`src/dcc_pkg.sv`:
```
package dcc_pkg;

    // ========================================
    // converter and conditioning
    // ========================================
    localparam int ADC_BITS   = 14;
    localparam int NEG_LIMIT  = 8192;     // codes at or above are negative
    localparam int FULL_SCALE = 16384;    // magnitude = FULL_SCALE - code

    // history taps, index 0 is newest
    localparam int HIST_DEPTH = 104;
    localparam int TAIL_TAP   = 1;
    localparam int PEAK_TAP   = HIST_DEPTH - 2;

    // trigger gates
    localparam int PEAK_THRESHOLD = 3120; // scaled peak must exceed this
    localparam int PEAK_MAX       = 8000; // at or above -> stored as zero
    localparam int CH_A_GAIN      = 1;
    localparam int CH_B_GAIN      = 12;
    localparam int DEAD_SAMPLES   = 1000;
    localparam int DEAD_BITS      = $clog2(DEAD_SAMPLES + 2);  // holds the saturation value

    // timestamp and host words
    localparam int TICK_WRAP = 49999999;  // last count before wrap
    localparam int TICK_BITS = 26;
    localparam int WORD_BITS = 32;
    localparam int CH_B_LSB  = 16;        // channel b field in packed words

    // ========================================
    // types
    // ========================================
    typedef logic [ADC_BITS-1:0]  adc_raw_t;
    typedef logic [ADC_BITS-1:0]  sample_t;
    typedef logic [TICK_BITS-1:0] tick_t;
    typedef logic [WORD_BITS-1:0] word_t;

endpackage

```
`src/adc_capture.sv`:
```
`timescale 1ns/1ps

module adc_capture (
    input  logic              ADA_DCO,
    input  logic              hps_fpga_reset_n,
    input  dcc_pkg::adc_raw_t ada_d,
    input  dcc_pkg::adc_raw_t adb_d,
    output dcc_pkg::sample_t  a_mag,
    output logic              a_valid,
    output dcc_pkg::sample_t  b_mag,
    output logic              b_valid
);
    import dcc_pkg::*;

    logic a_neg, b_neg;

    assign a_neg = int'(ada_d) >= NEG_LIMIT;
    assign b_neg = int'(adb_d) >= NEG_LIMIT;

    always_ff @(posedge ADA_DCO or negedge hps_fpga_reset_n)
    begin
        if (!hps_fpga_reset_n)
        begin
            a_mag   <= '0;
            a_valid <= 1'b0;
            b_mag   <= '0;
            b_valid <= 1'b0;
        end
        else
        begin
            a_valid <= a_neg;
            b_valid <= b_neg;
            if (a_neg) a_mag <= sample_t'(FULL_SCALE - int'(ada_d));
            if (b_neg) b_mag <= sample_t'(FULL_SCALE - int'(adb_d));
        end
    end
endmodule

```
`src/dcc_trigger_top.sv`:
```
`timescale 1ns/1ps

module dcc_trigger_top (
    input  logic              ADA_DCO,
    input  logic              hps_fpga_reset_n,
    input  dcc_pkg::adc_raw_t ada_d,
    input  dcc_pkg::adc_raw_t adb_d,
    input  logic              read_req,
    output logic              read_ack,
    output dcc_pkg::word_t    peak_word,
    output dcc_pkg::word_t    tail_word,
    output dcc_pkg::tick_t    time_word
);
    import dcc_pkg::*;

    sample_t a_mag, b_mag;
    logic    a_valid, b_valid;
    sample_t a_pre_peak, a_peak_tap, a_post_peak, a_tail_tap;  // channel a taps
    sample_t b_pre_peak, b_peak_tap, b_post_peak, b_tail_tap;  // channel b taps
    sample_t a_peak_val, a_tail_val, b_peak_val, b_tail_val;   // captured values
    logic    b_hit;
    logic    arm;
    tick_t   event_time;

    // ========================================
    // input side and histories
    // ========================================
    adc_capture u_capture (
        .ADA_DCO(ADA_DCO), .hps_fpga_reset_n(hps_fpga_reset_n),
        .ada_d(ada_d), .adb_d(adb_d),
        .a_mag(a_mag), .a_valid(a_valid), .b_mag(b_mag), .b_valid(b_valid)
    );

    pulse_history u_hist_a (
        .ADA_DCO(ADA_DCO), .hps_fpga_reset_n(hps_fpga_reset_n),
        .mag(a_mag), .valid(a_valid),
        .pre_peak(a_pre_peak), .peak(a_peak_tap), .post_peak(a_post_peak), .tail(a_tail_tap)
    );

    pulse_history u_hist_b (
        .ADA_DCO(ADA_DCO), .hps_fpga_reset_n(hps_fpga_reset_n),
        .mag(b_mag), .valid(b_valid),
        .pre_peak(b_pre_peak), .peak(b_peak_tap), .post_peak(b_post_peak), .tail(b_tail_tap)
    );

    // ========================================
    // detection, timing, readout
    // ========================================
    peak_detector #(.GAIN(CH_A_GAIN)) u_peak_a (
        .ADA_DCO(ADA_DCO), .hps_fpga_reset_n(hps_fpga_reset_n),
        .valid(a_valid), .arm(arm),
        .pre_peak(a_pre_peak), .peak(a_peak_tap), .post_peak(a_post_peak), .tail(a_tail_tap),
        .peak_value(a_peak_val), .tail_value(a_tail_val),
        .hit()                                 // a hits do not touch dead time
    );

    peak_detector #(.GAIN(CH_B_GAIN)) u_peak_b (
        .ADA_DCO(ADA_DCO), .hps_fpga_reset_n(hps_fpga_reset_n),
        .valid(b_valid), .arm(arm),
        .pre_peak(b_pre_peak), .peak(b_peak_tap), .post_peak(b_post_peak), .tail(b_tail_tap),
        .peak_value(b_peak_val), .tail_value(b_tail_val),
        .hit(b_hit)
    );

    trigger_timing u_timing (
        .ADA_DCO(ADA_DCO), .hps_fpga_reset_n(hps_fpga_reset_n),
        .b_valid(b_valid), .b_hit(b_hit), .arm(arm), .event_time(event_time)
    );

    readout_port u_readout (
        .ADA_DCO(ADA_DCO), .hps_fpga_reset_n(hps_fpga_reset_n),
        .read_req(read_req), .read_ack(read_ack),
        .a_peak(a_peak_val), .b_peak(b_peak_val), .a_tail(a_tail_val), .b_tail(b_tail_val),
        .event_time(event_time),
        .peak_word(peak_word), .tail_word(tail_word), .time_word(time_word)
    );

endmodule

```
`src/peak_detector.sv`:
```
`timescale 1ns/1ps

module peak_detector #(
    parameter int GAIN = dcc_pkg::CH_A_GAIN
) (
    input  logic             ADA_DCO,
    input  logic             hps_fpga_reset_n,
    input  logic             valid,
    input  logic             arm,
    input  dcc_pkg::sample_t pre_peak,
    input  dcc_pkg::sample_t peak,
    input  dcc_pkg::sample_t post_peak,
    input  dcc_pkg::sample_t tail,
    output dcc_pkg::sample_t peak_value,
    output dcc_pkg::sample_t tail_value,
    output logic             hit
);
    import dcc_pkg::*;

    word_t scaled;     // peak times gain, wide enough for any channel
    logic  is_max;     // local maximum over three taps
    logic  above;      // over the scaled threshold
    logic  fire;       // all gates met this cycle

    // ========================================
    // gates
    // ========================================
    assign scaled = word_t'(peak) * word_t'(GAIN);
    assign is_max = (pre_peak <= peak) && (peak >= post_peak);
    assign above  = scaled > PEAK_THRESHOLD;
    assign fire   = valid && arm && is_max && above;

    // capture registers, one cycle behind the gate
    always_ff @(posedge ADA_DCO or negedge hps_fpga_reset_n)
    begin
        if (!hps_fpga_reset_n)
        begin
            peak_value <= '0;
            tail_value <= '0;
            hit        <= 1'b0;
        end
        else
        begin
            hit <= fire;                      // single-cycle pulse
            if (fire)
            begin
                if (peak < PEAK_MAX)
                begin
                    peak_value <= peak;
                    tail_value <= tail;
                end
                else                          // saturated pulse, record zero
                begin
                    peak_value <= '0;
                    tail_value <= '0;
                end
            end
        end
    end

endmodule

```
`src/pulse_history.sv`:
```
`timescale 1ns/1ps

module pulse_history (
    input  logic             ADA_DCO,
    input  logic             hps_fpga_reset_n,
    input  dcc_pkg::sample_t mag,
    input  logic             valid,
    output dcc_pkg::sample_t pre_peak,
    output dcc_pkg::sample_t peak,
    output dcc_pkg::sample_t post_peak,
    output dcc_pkg::sample_t tail
);
    import dcc_pkg::*;

    sample_t hist [HIST_DEPTH];    // [0] newest, [HIST_DEPTH-1] oldest

    // ========================================
    // delay line
    // ========================================
    always_ff @(posedge ADA_DCO or negedge hps_fpga_reset_n)
    begin
        if (!hps_fpga_reset_n)
        begin
            for (int i = 0; i < HIST_DEPTH; i++)
            begin
                hist[i] <= '0;
            end
        end
        else if (valid)            // only kept samples advance the line
        begin
            for (int i = HIST_DEPTH - 1; i > 0; i--)
            begin
                hist[i] <= hist[i-1];
            end
            hist[0] <= mag;        // new magnitude enters at the front
        end
    end

    // taps read the line before this edge's shift
    assign pre_peak  = hist[PEAK_TAP+1];  // oldest entry, one before the peak
    assign peak      = hist[PEAK_TAP];
    assign post_peak = hist[PEAK_TAP-1];  // one newer than the peak
    assign tail      = hist[TAIL_TAP];    // near the newest end

endmodule

```
`src/readout_port.sv`:
```
`timescale 1ns/1ps

module readout_port (
    input  logic             ADA_DCO,
    input  logic             hps_fpga_reset_n,
    input  logic             read_req,
    output logic             read_ack,
    input  dcc_pkg::sample_t a_peak,
    input  dcc_pkg::sample_t b_peak,
    input  dcc_pkg::sample_t a_tail,
    input  dcc_pkg::sample_t b_tail,
    input  dcc_pkg::tick_t   event_time,
    output dcc_pkg::word_t   peak_word,
    output dcc_pkg::word_t   tail_word,
    output dcc_pkg::tick_t   time_word
);
    import dcc_pkg::*;

    logic take;    // new request seen this edge

    // channel a low, channel b at CH_B_LSB, spare bits zero
    function automatic word_t pack(input sample_t lo, input sample_t hi);
        word_t w;
        w                       = '0;
        w[ADC_BITS-1:0]         = lo;
        w[CH_B_LSB +: ADC_BITS] = hi;
        return w;
    endfunction

    assign take = read_req && !read_ack;

    // ========================================
    // four-phase handshake and snapshot
    // ========================================
    always_ff @(posedge ADA_DCO or negedge hps_fpga_reset_n)
    begin
        if (!hps_fpga_reset_n)
        begin
            read_ack  <= 1'b0;
            peak_word <= '0;
            tail_word <= '0;
            time_word <= '0;
        end
        else if (take)
        begin
            read_ack  <= 1'b1;                 // ack with the snapshot
            peak_word <= pack(a_peak, b_peak);
            tail_word <= pack(a_tail, b_tail);
            time_word <= event_time;
        end
        else if (!read_req)
        begin
            read_ack <= 1'b0;                  // host dropped req, release
        end
        // req held with ack high: snapshot stays frozen
    end

endmodule

```
`src/trigger_timing.sv`:
```
`timescale 1ns/1ps

module trigger_timing (
    input  logic           ADA_DCO,
    input  logic           hps_fpga_reset_n,
    input  logic           b_valid,
    input  logic           b_hit,
    output logic           arm,
    output dcc_pkg::tick_t event_time
);
    import dcc_pkg::*;

    tick_t                tick;        // free running timebase
    logic [DEAD_BITS-1:0] dead_cnt;    // b samples since last b hit

    // ========================================
    // tick counter
    // ========================================
    always_ff @(posedge ADA_DCO or negedge hps_fpga_reset_n)
    begin
        if (!hps_fpga_reset_n)
        begin
            tick <= '0;
        end
        else if (tick == TICK_WRAP)
        begin
            tick <= '0;                // wrap, same period as the board timer
        end
        else
        begin
            tick <= tick + 1'b1;
        end
    end

    // ========================================
    // dead time and timestamp
    // ========================================
    always_ff @(posedge ADA_DCO or negedge hps_fpga_reset_n)
    begin
        if (!hps_fpga_reset_n)
        begin
            dead_cnt   <= '0;
            arm        <= 1'b0;
            event_time <= '0;
        end
        else
        begin
            if (b_hit)
            begin
                dead_cnt   <= '0;      // restart dead time
                event_time <= tick;    // stamp the event
            end
            else if (b_valid && (dead_cnt < DEAD_SAMPLES + 1))
            begin
                dead_cnt <= dead_cnt + 1'b1;  // saturates one past the limit
            end
            arm <= dead_cnt > DEAD_SAMPLES;
        end
    end

endmodule
```
`config.mk`:
```
export PLATFORM = sky130hd
export DESIGN_NAME = dcc_trigger_top
export DESIGN_NICKNAME = d
export VERILOG_FILES = /design/src/dcc_pkg.sv /design/src/adc_capture.sv /design/src/dcc_trigger_top.sv /design/src/peak_detector.sv /design/src/pulse_history.sv /design/src/readout_port.sv /design/src/trigger_timing.sv
export SDC_FILE = /design/constraint.sdc
export NUM_CORES = 2
export LEC_CHECK = 0
export BUFFER_PORTS_ARGS = -buffer_cell sky130_fd_sc_hd__buf_4
export CORE_AREA = 4 4 426 428
export DETAILED_ROUTE_END_ITERATION = 8
export DIE_AREA = 0 0 430 432
export PLACE_DENSITY = 0.94
export REMOVE_ABC_BUFFERS = 1
export SYNTH_ARGS = -nofsm -noshare
export SYNTH_HDL_FRONTEND = slang
export SYNTH_SLANG_ARGS = --single-unit
```
`constraint.sdc`:
```
create_clock -name ADA_DCO -period 7.7 [get_ports ADA_DCO]
set_input_delay 0 -clock ADA_DCO [delete_from_list [all_inputs] [get_ports ADA_DCO]]
set_output_delay 0 -clock ADA_DCO [all_outputs]
set_load 0.02 [all_outputs]
```
==> out/qor.txt <==
Critical Path Start Type -> flip-flop
H-tree depth -> 5
Seq/Total Area, Yosys -> 66.3%
# rows -> 155
die area -> 186,000 um2
f_max -> 0.246 GHz
post-synth top area share -> 66.3%
Worst setup startpoint -> u_hist_b.peak[1]
Max clock buf depth -> 4
Initial DRT Pass Iterations -> 6
mapped cell area -> 119,000 um2
Post-synth top cells -> 3,145 x dfrtp_1, 2,934 x mux2_2, 349 x clkbuf_1, 205 x nand2_1, 136 x inv_1
synth warn -> 0
relative slew slack -> 12.2%
CP dominant cell by count -> mux2i_1
WL final -> 236,000 um
worst endpoint required time -> 8.50 ns
Die Y-Extent -> 432 um
post-synthesis register bit count -> 3,145
vias per cell -> 5.96
DRC violations left -> 0
port buffer count -> 113
Cells after Synth -> 7,364
maximum vdd drop -> 274 uV
origin of the critical flop-to-flop path -> u_hist_b.peak[1]
die extent in x -> 430 um
vias -> 60,300
gr usage total -> 26.0%
Crit path buffers/inverters -> 2
ys async rst share -> 100%
TritonCTS clock tree -> done
most numerous cell in the Yosys netlist -> dfrtp_1
unrepaired setup endpoints after global routing -> false
setup violators final -> 0
clock latency on the worst-skew pair -> 0.93 ns
R2R Setup Slk -> 3.63 ns
Ports -> 122
total CTS buffers -> 314
cell area after layout -> 132,000 um2
clk_skew -> 0.0564 ns
Critical-path top delay cell -> or4_1
ys flop type -> dfrtp_1
vias in the first global route -> 68,500
share of cells above drive strength 1 -> 46.1%
syn_area_per_cell -> 16.1 um2
status -> completed
delay of the slowest critical-path stage -> 0.53 ns
Root Driver -> clkbuf_16
1st-iter DRT viols -> 4,139
clock-pin slew on the worst setup and hold paths -> 0.07 ns
effective utilization at floorplan -> 66.7%
crit-path leading delay family -> compound AO/OA/AOI/OAI gates
total negative slack -> 0 ns
max_cap viols -> 0
layout net count -> 7,671
CTS sink count -> 3,145
hold crit path type -> primary input to asynchronous set/reset pin
WS Path Type -> flip-flop to flip-flop
RR Endpoint -> u_peak_b.tail_value[10]
total power divided by cell area -> 283 nW/um2
final hold vios -> 0
Slew Limit Fails -> 0
Worst EP arrival -> 4.87 ns
P_leak -> 66.8 nW
placed insts -> 9,523
total core area -> 178,000 um2
Yosys cell types -> 62
fin crit share -> 52.9%
Synth-to-Final Area Change -> 11.7%
largest net degree at the start of global routing -> 216
DP Area -> 122,000 um2
gr ovfl total -> 0
Final HPWL DP -> 112,000 um
R2R depth -> 11
Max FO, Critical Path -> 15
top cells by area, synth -> dfrtp_1 66%, mux2_2 28%, clkbuf_1 1.1%
first-pass GRT wire length -> 385,000 um
antenna violations before repair -> 2
crit-path cells -> inv_1 > fa_1 > and2b_2 > o2111ai_2 > nand3_2 > mux2i_1 > or4_1 > a2111oi_2 > a211o_2 > buf_4 > mux2i_1
Period minus WS final -> 4.07 ns
Non-Filler Instances -> 10,100
WL/cell -> 23.4 um
Final GP Congestion -> 0.799
Worst-Margin Slew -> 1.32 ns
CP Capture Type -> flip-flop
DRT antenna net count -> 0
EDFF count, synth -> 0
leading area contributor after synthesis -> dfrtp_1
cell families (layout without fill, tap and decap cells):
group                      count (synthesis)  count (layout)  share of synthesized area [%]
AOI/OAI and AO/OA                        230             230                           1.13
xor gates and xnor gates                  52              52                          0.384
adders and majority gates                 78              78                          0.829
buffers and inverters                    516             913                           1.69
DFF                                     3145            3145                           66.3
muxes                                   2990            2990                           28.3
other                                      1               9                        0.00316
and+or+nand+nor                          352             352                           1.30
worst register-to-register path, cell delays in order, from the launching register on:
cell and delay (ns):
dfrtp_1 0.51, inv_1 0.16, fa_1 0.46, and2b_2 0.27, o2111ai_2 0.14, nand3_2 0.13
mux2i_1 0.07, or4_1 0.53, a2111oi_2 0.36, a211o_2 0.50, buf_4 0.47, mux2i_1 0.36
metrics by stage:
| stage | utilization, % | hold WS, ns | setup WS [ns] | total power, mW |
|---|---|---|---|---|
| after floorplan | - | -0.296 | -28.09 | 22.5 |
| after global placement | 68.5 | 0.130 | 3.87 | 21.9 |
| after detailed placement | 68.5 | 0.138 | 3.77 | 22.4 |
| after CTS | 74.5 | 0.00149 | 3.67 | 37.6 |
| after global routing | 74.5 | 0.0524 | 3.48 | 38.8 |
| final | 74.5 | 0.0428 | 3.63 | 37.5 |
repair_timing:
item / CTS / global route
hold buffers: 78 / 0
buffers inserted: 0 / 0
hold endpoints to repair: 666 / 0
gates resized for setup: 0 / 0
cell usage in the layout, fill, tap and decap left out, types with 10 or more instances in the layout:
master	netlist	final
a21o_1	18	18
a21oi_1	33	33
buf_12	1	22
buf_4	9	154
bufinv_16	0	16
clkbuf_1	349	66
clkbuf_16	0	319
clkbuf_8	0	60
clkinv_2	0	42
dfrtp_1	3145	3143
dlygate4sd3_1	0	77
ha_1	77	77
inv_1	136	136
mux2_2	2934	2934
mux2i_1	56	56
nand2_1	205	205
nand3_1	16	16
nand4_1	15	15
nor2_1	53	53
nor3_1	11	11
nor4_1	11	10
o21ai_0	131	131
xnor2_1	25	25
xor2_1	27	27
layout make-up:
class,instances,area [um2]
sequential,3145,78700
tap,2355,2950
clock inverter,77,852
timing repair buffer,255,2420
clock buffer,445,9060
inverter,136,510
antenna,1,2.50
fill,8427,45300
multi-input combinational,3710,38000
how the worst max path moves through the flow:
| stage | slack [ns] | end | cells after the start |
|---|---|---|---|
| floorplan | -28.09 | u_peak_a.peak_value[13] | 4 |
| global placement | 3.87 | u_peak_b.tail_value[2] | 11 |
| detailed placement | 3.77 | u_peak_b.tail_value[0] | 11 |
| CTS | 3.67 | u_peak_b.tail_value[10] | 11 |
| global route | 3.48 | u_peak_b.tail_value[10] | 11 |
| finish | 3.63 | u_peak_b.tail_value[10] | 11 |
layer usage:
metal	track usage (%)	share of wire (%)	up-vias
met4	10.2	3.9	0
li1	-	-	26100
met1	32.3	39	32100
met3	4.01	3.4	650
met5	0	0	-
met2	46.3	54	1436
report_power, final:
| part | internal (mW) | total (mW) | switching (mW) | leakage [nW] |
|---|---|---|---|---|
| registers | 18.3 | 19.5 | 1.17 | 42.6 |
| clock network | 8.70 | 15.0 | 6.33 | 4.88 |
| logic | 1.67 | 3.00 | 1.33 | 19.2 |
state kept, by name (all words and copies together), names as in the netlist, 26 cells and up:
signal	count
u_hist_a.hist	1400
u_readout.tail_word	28
u_timing.event_time	26
u_readout.peak_word	28
u_hist_b.hist	1400
u_timing.tick	26
u_readout.time_word	26
Note: power is estimated with default switching activity, not from simulation.
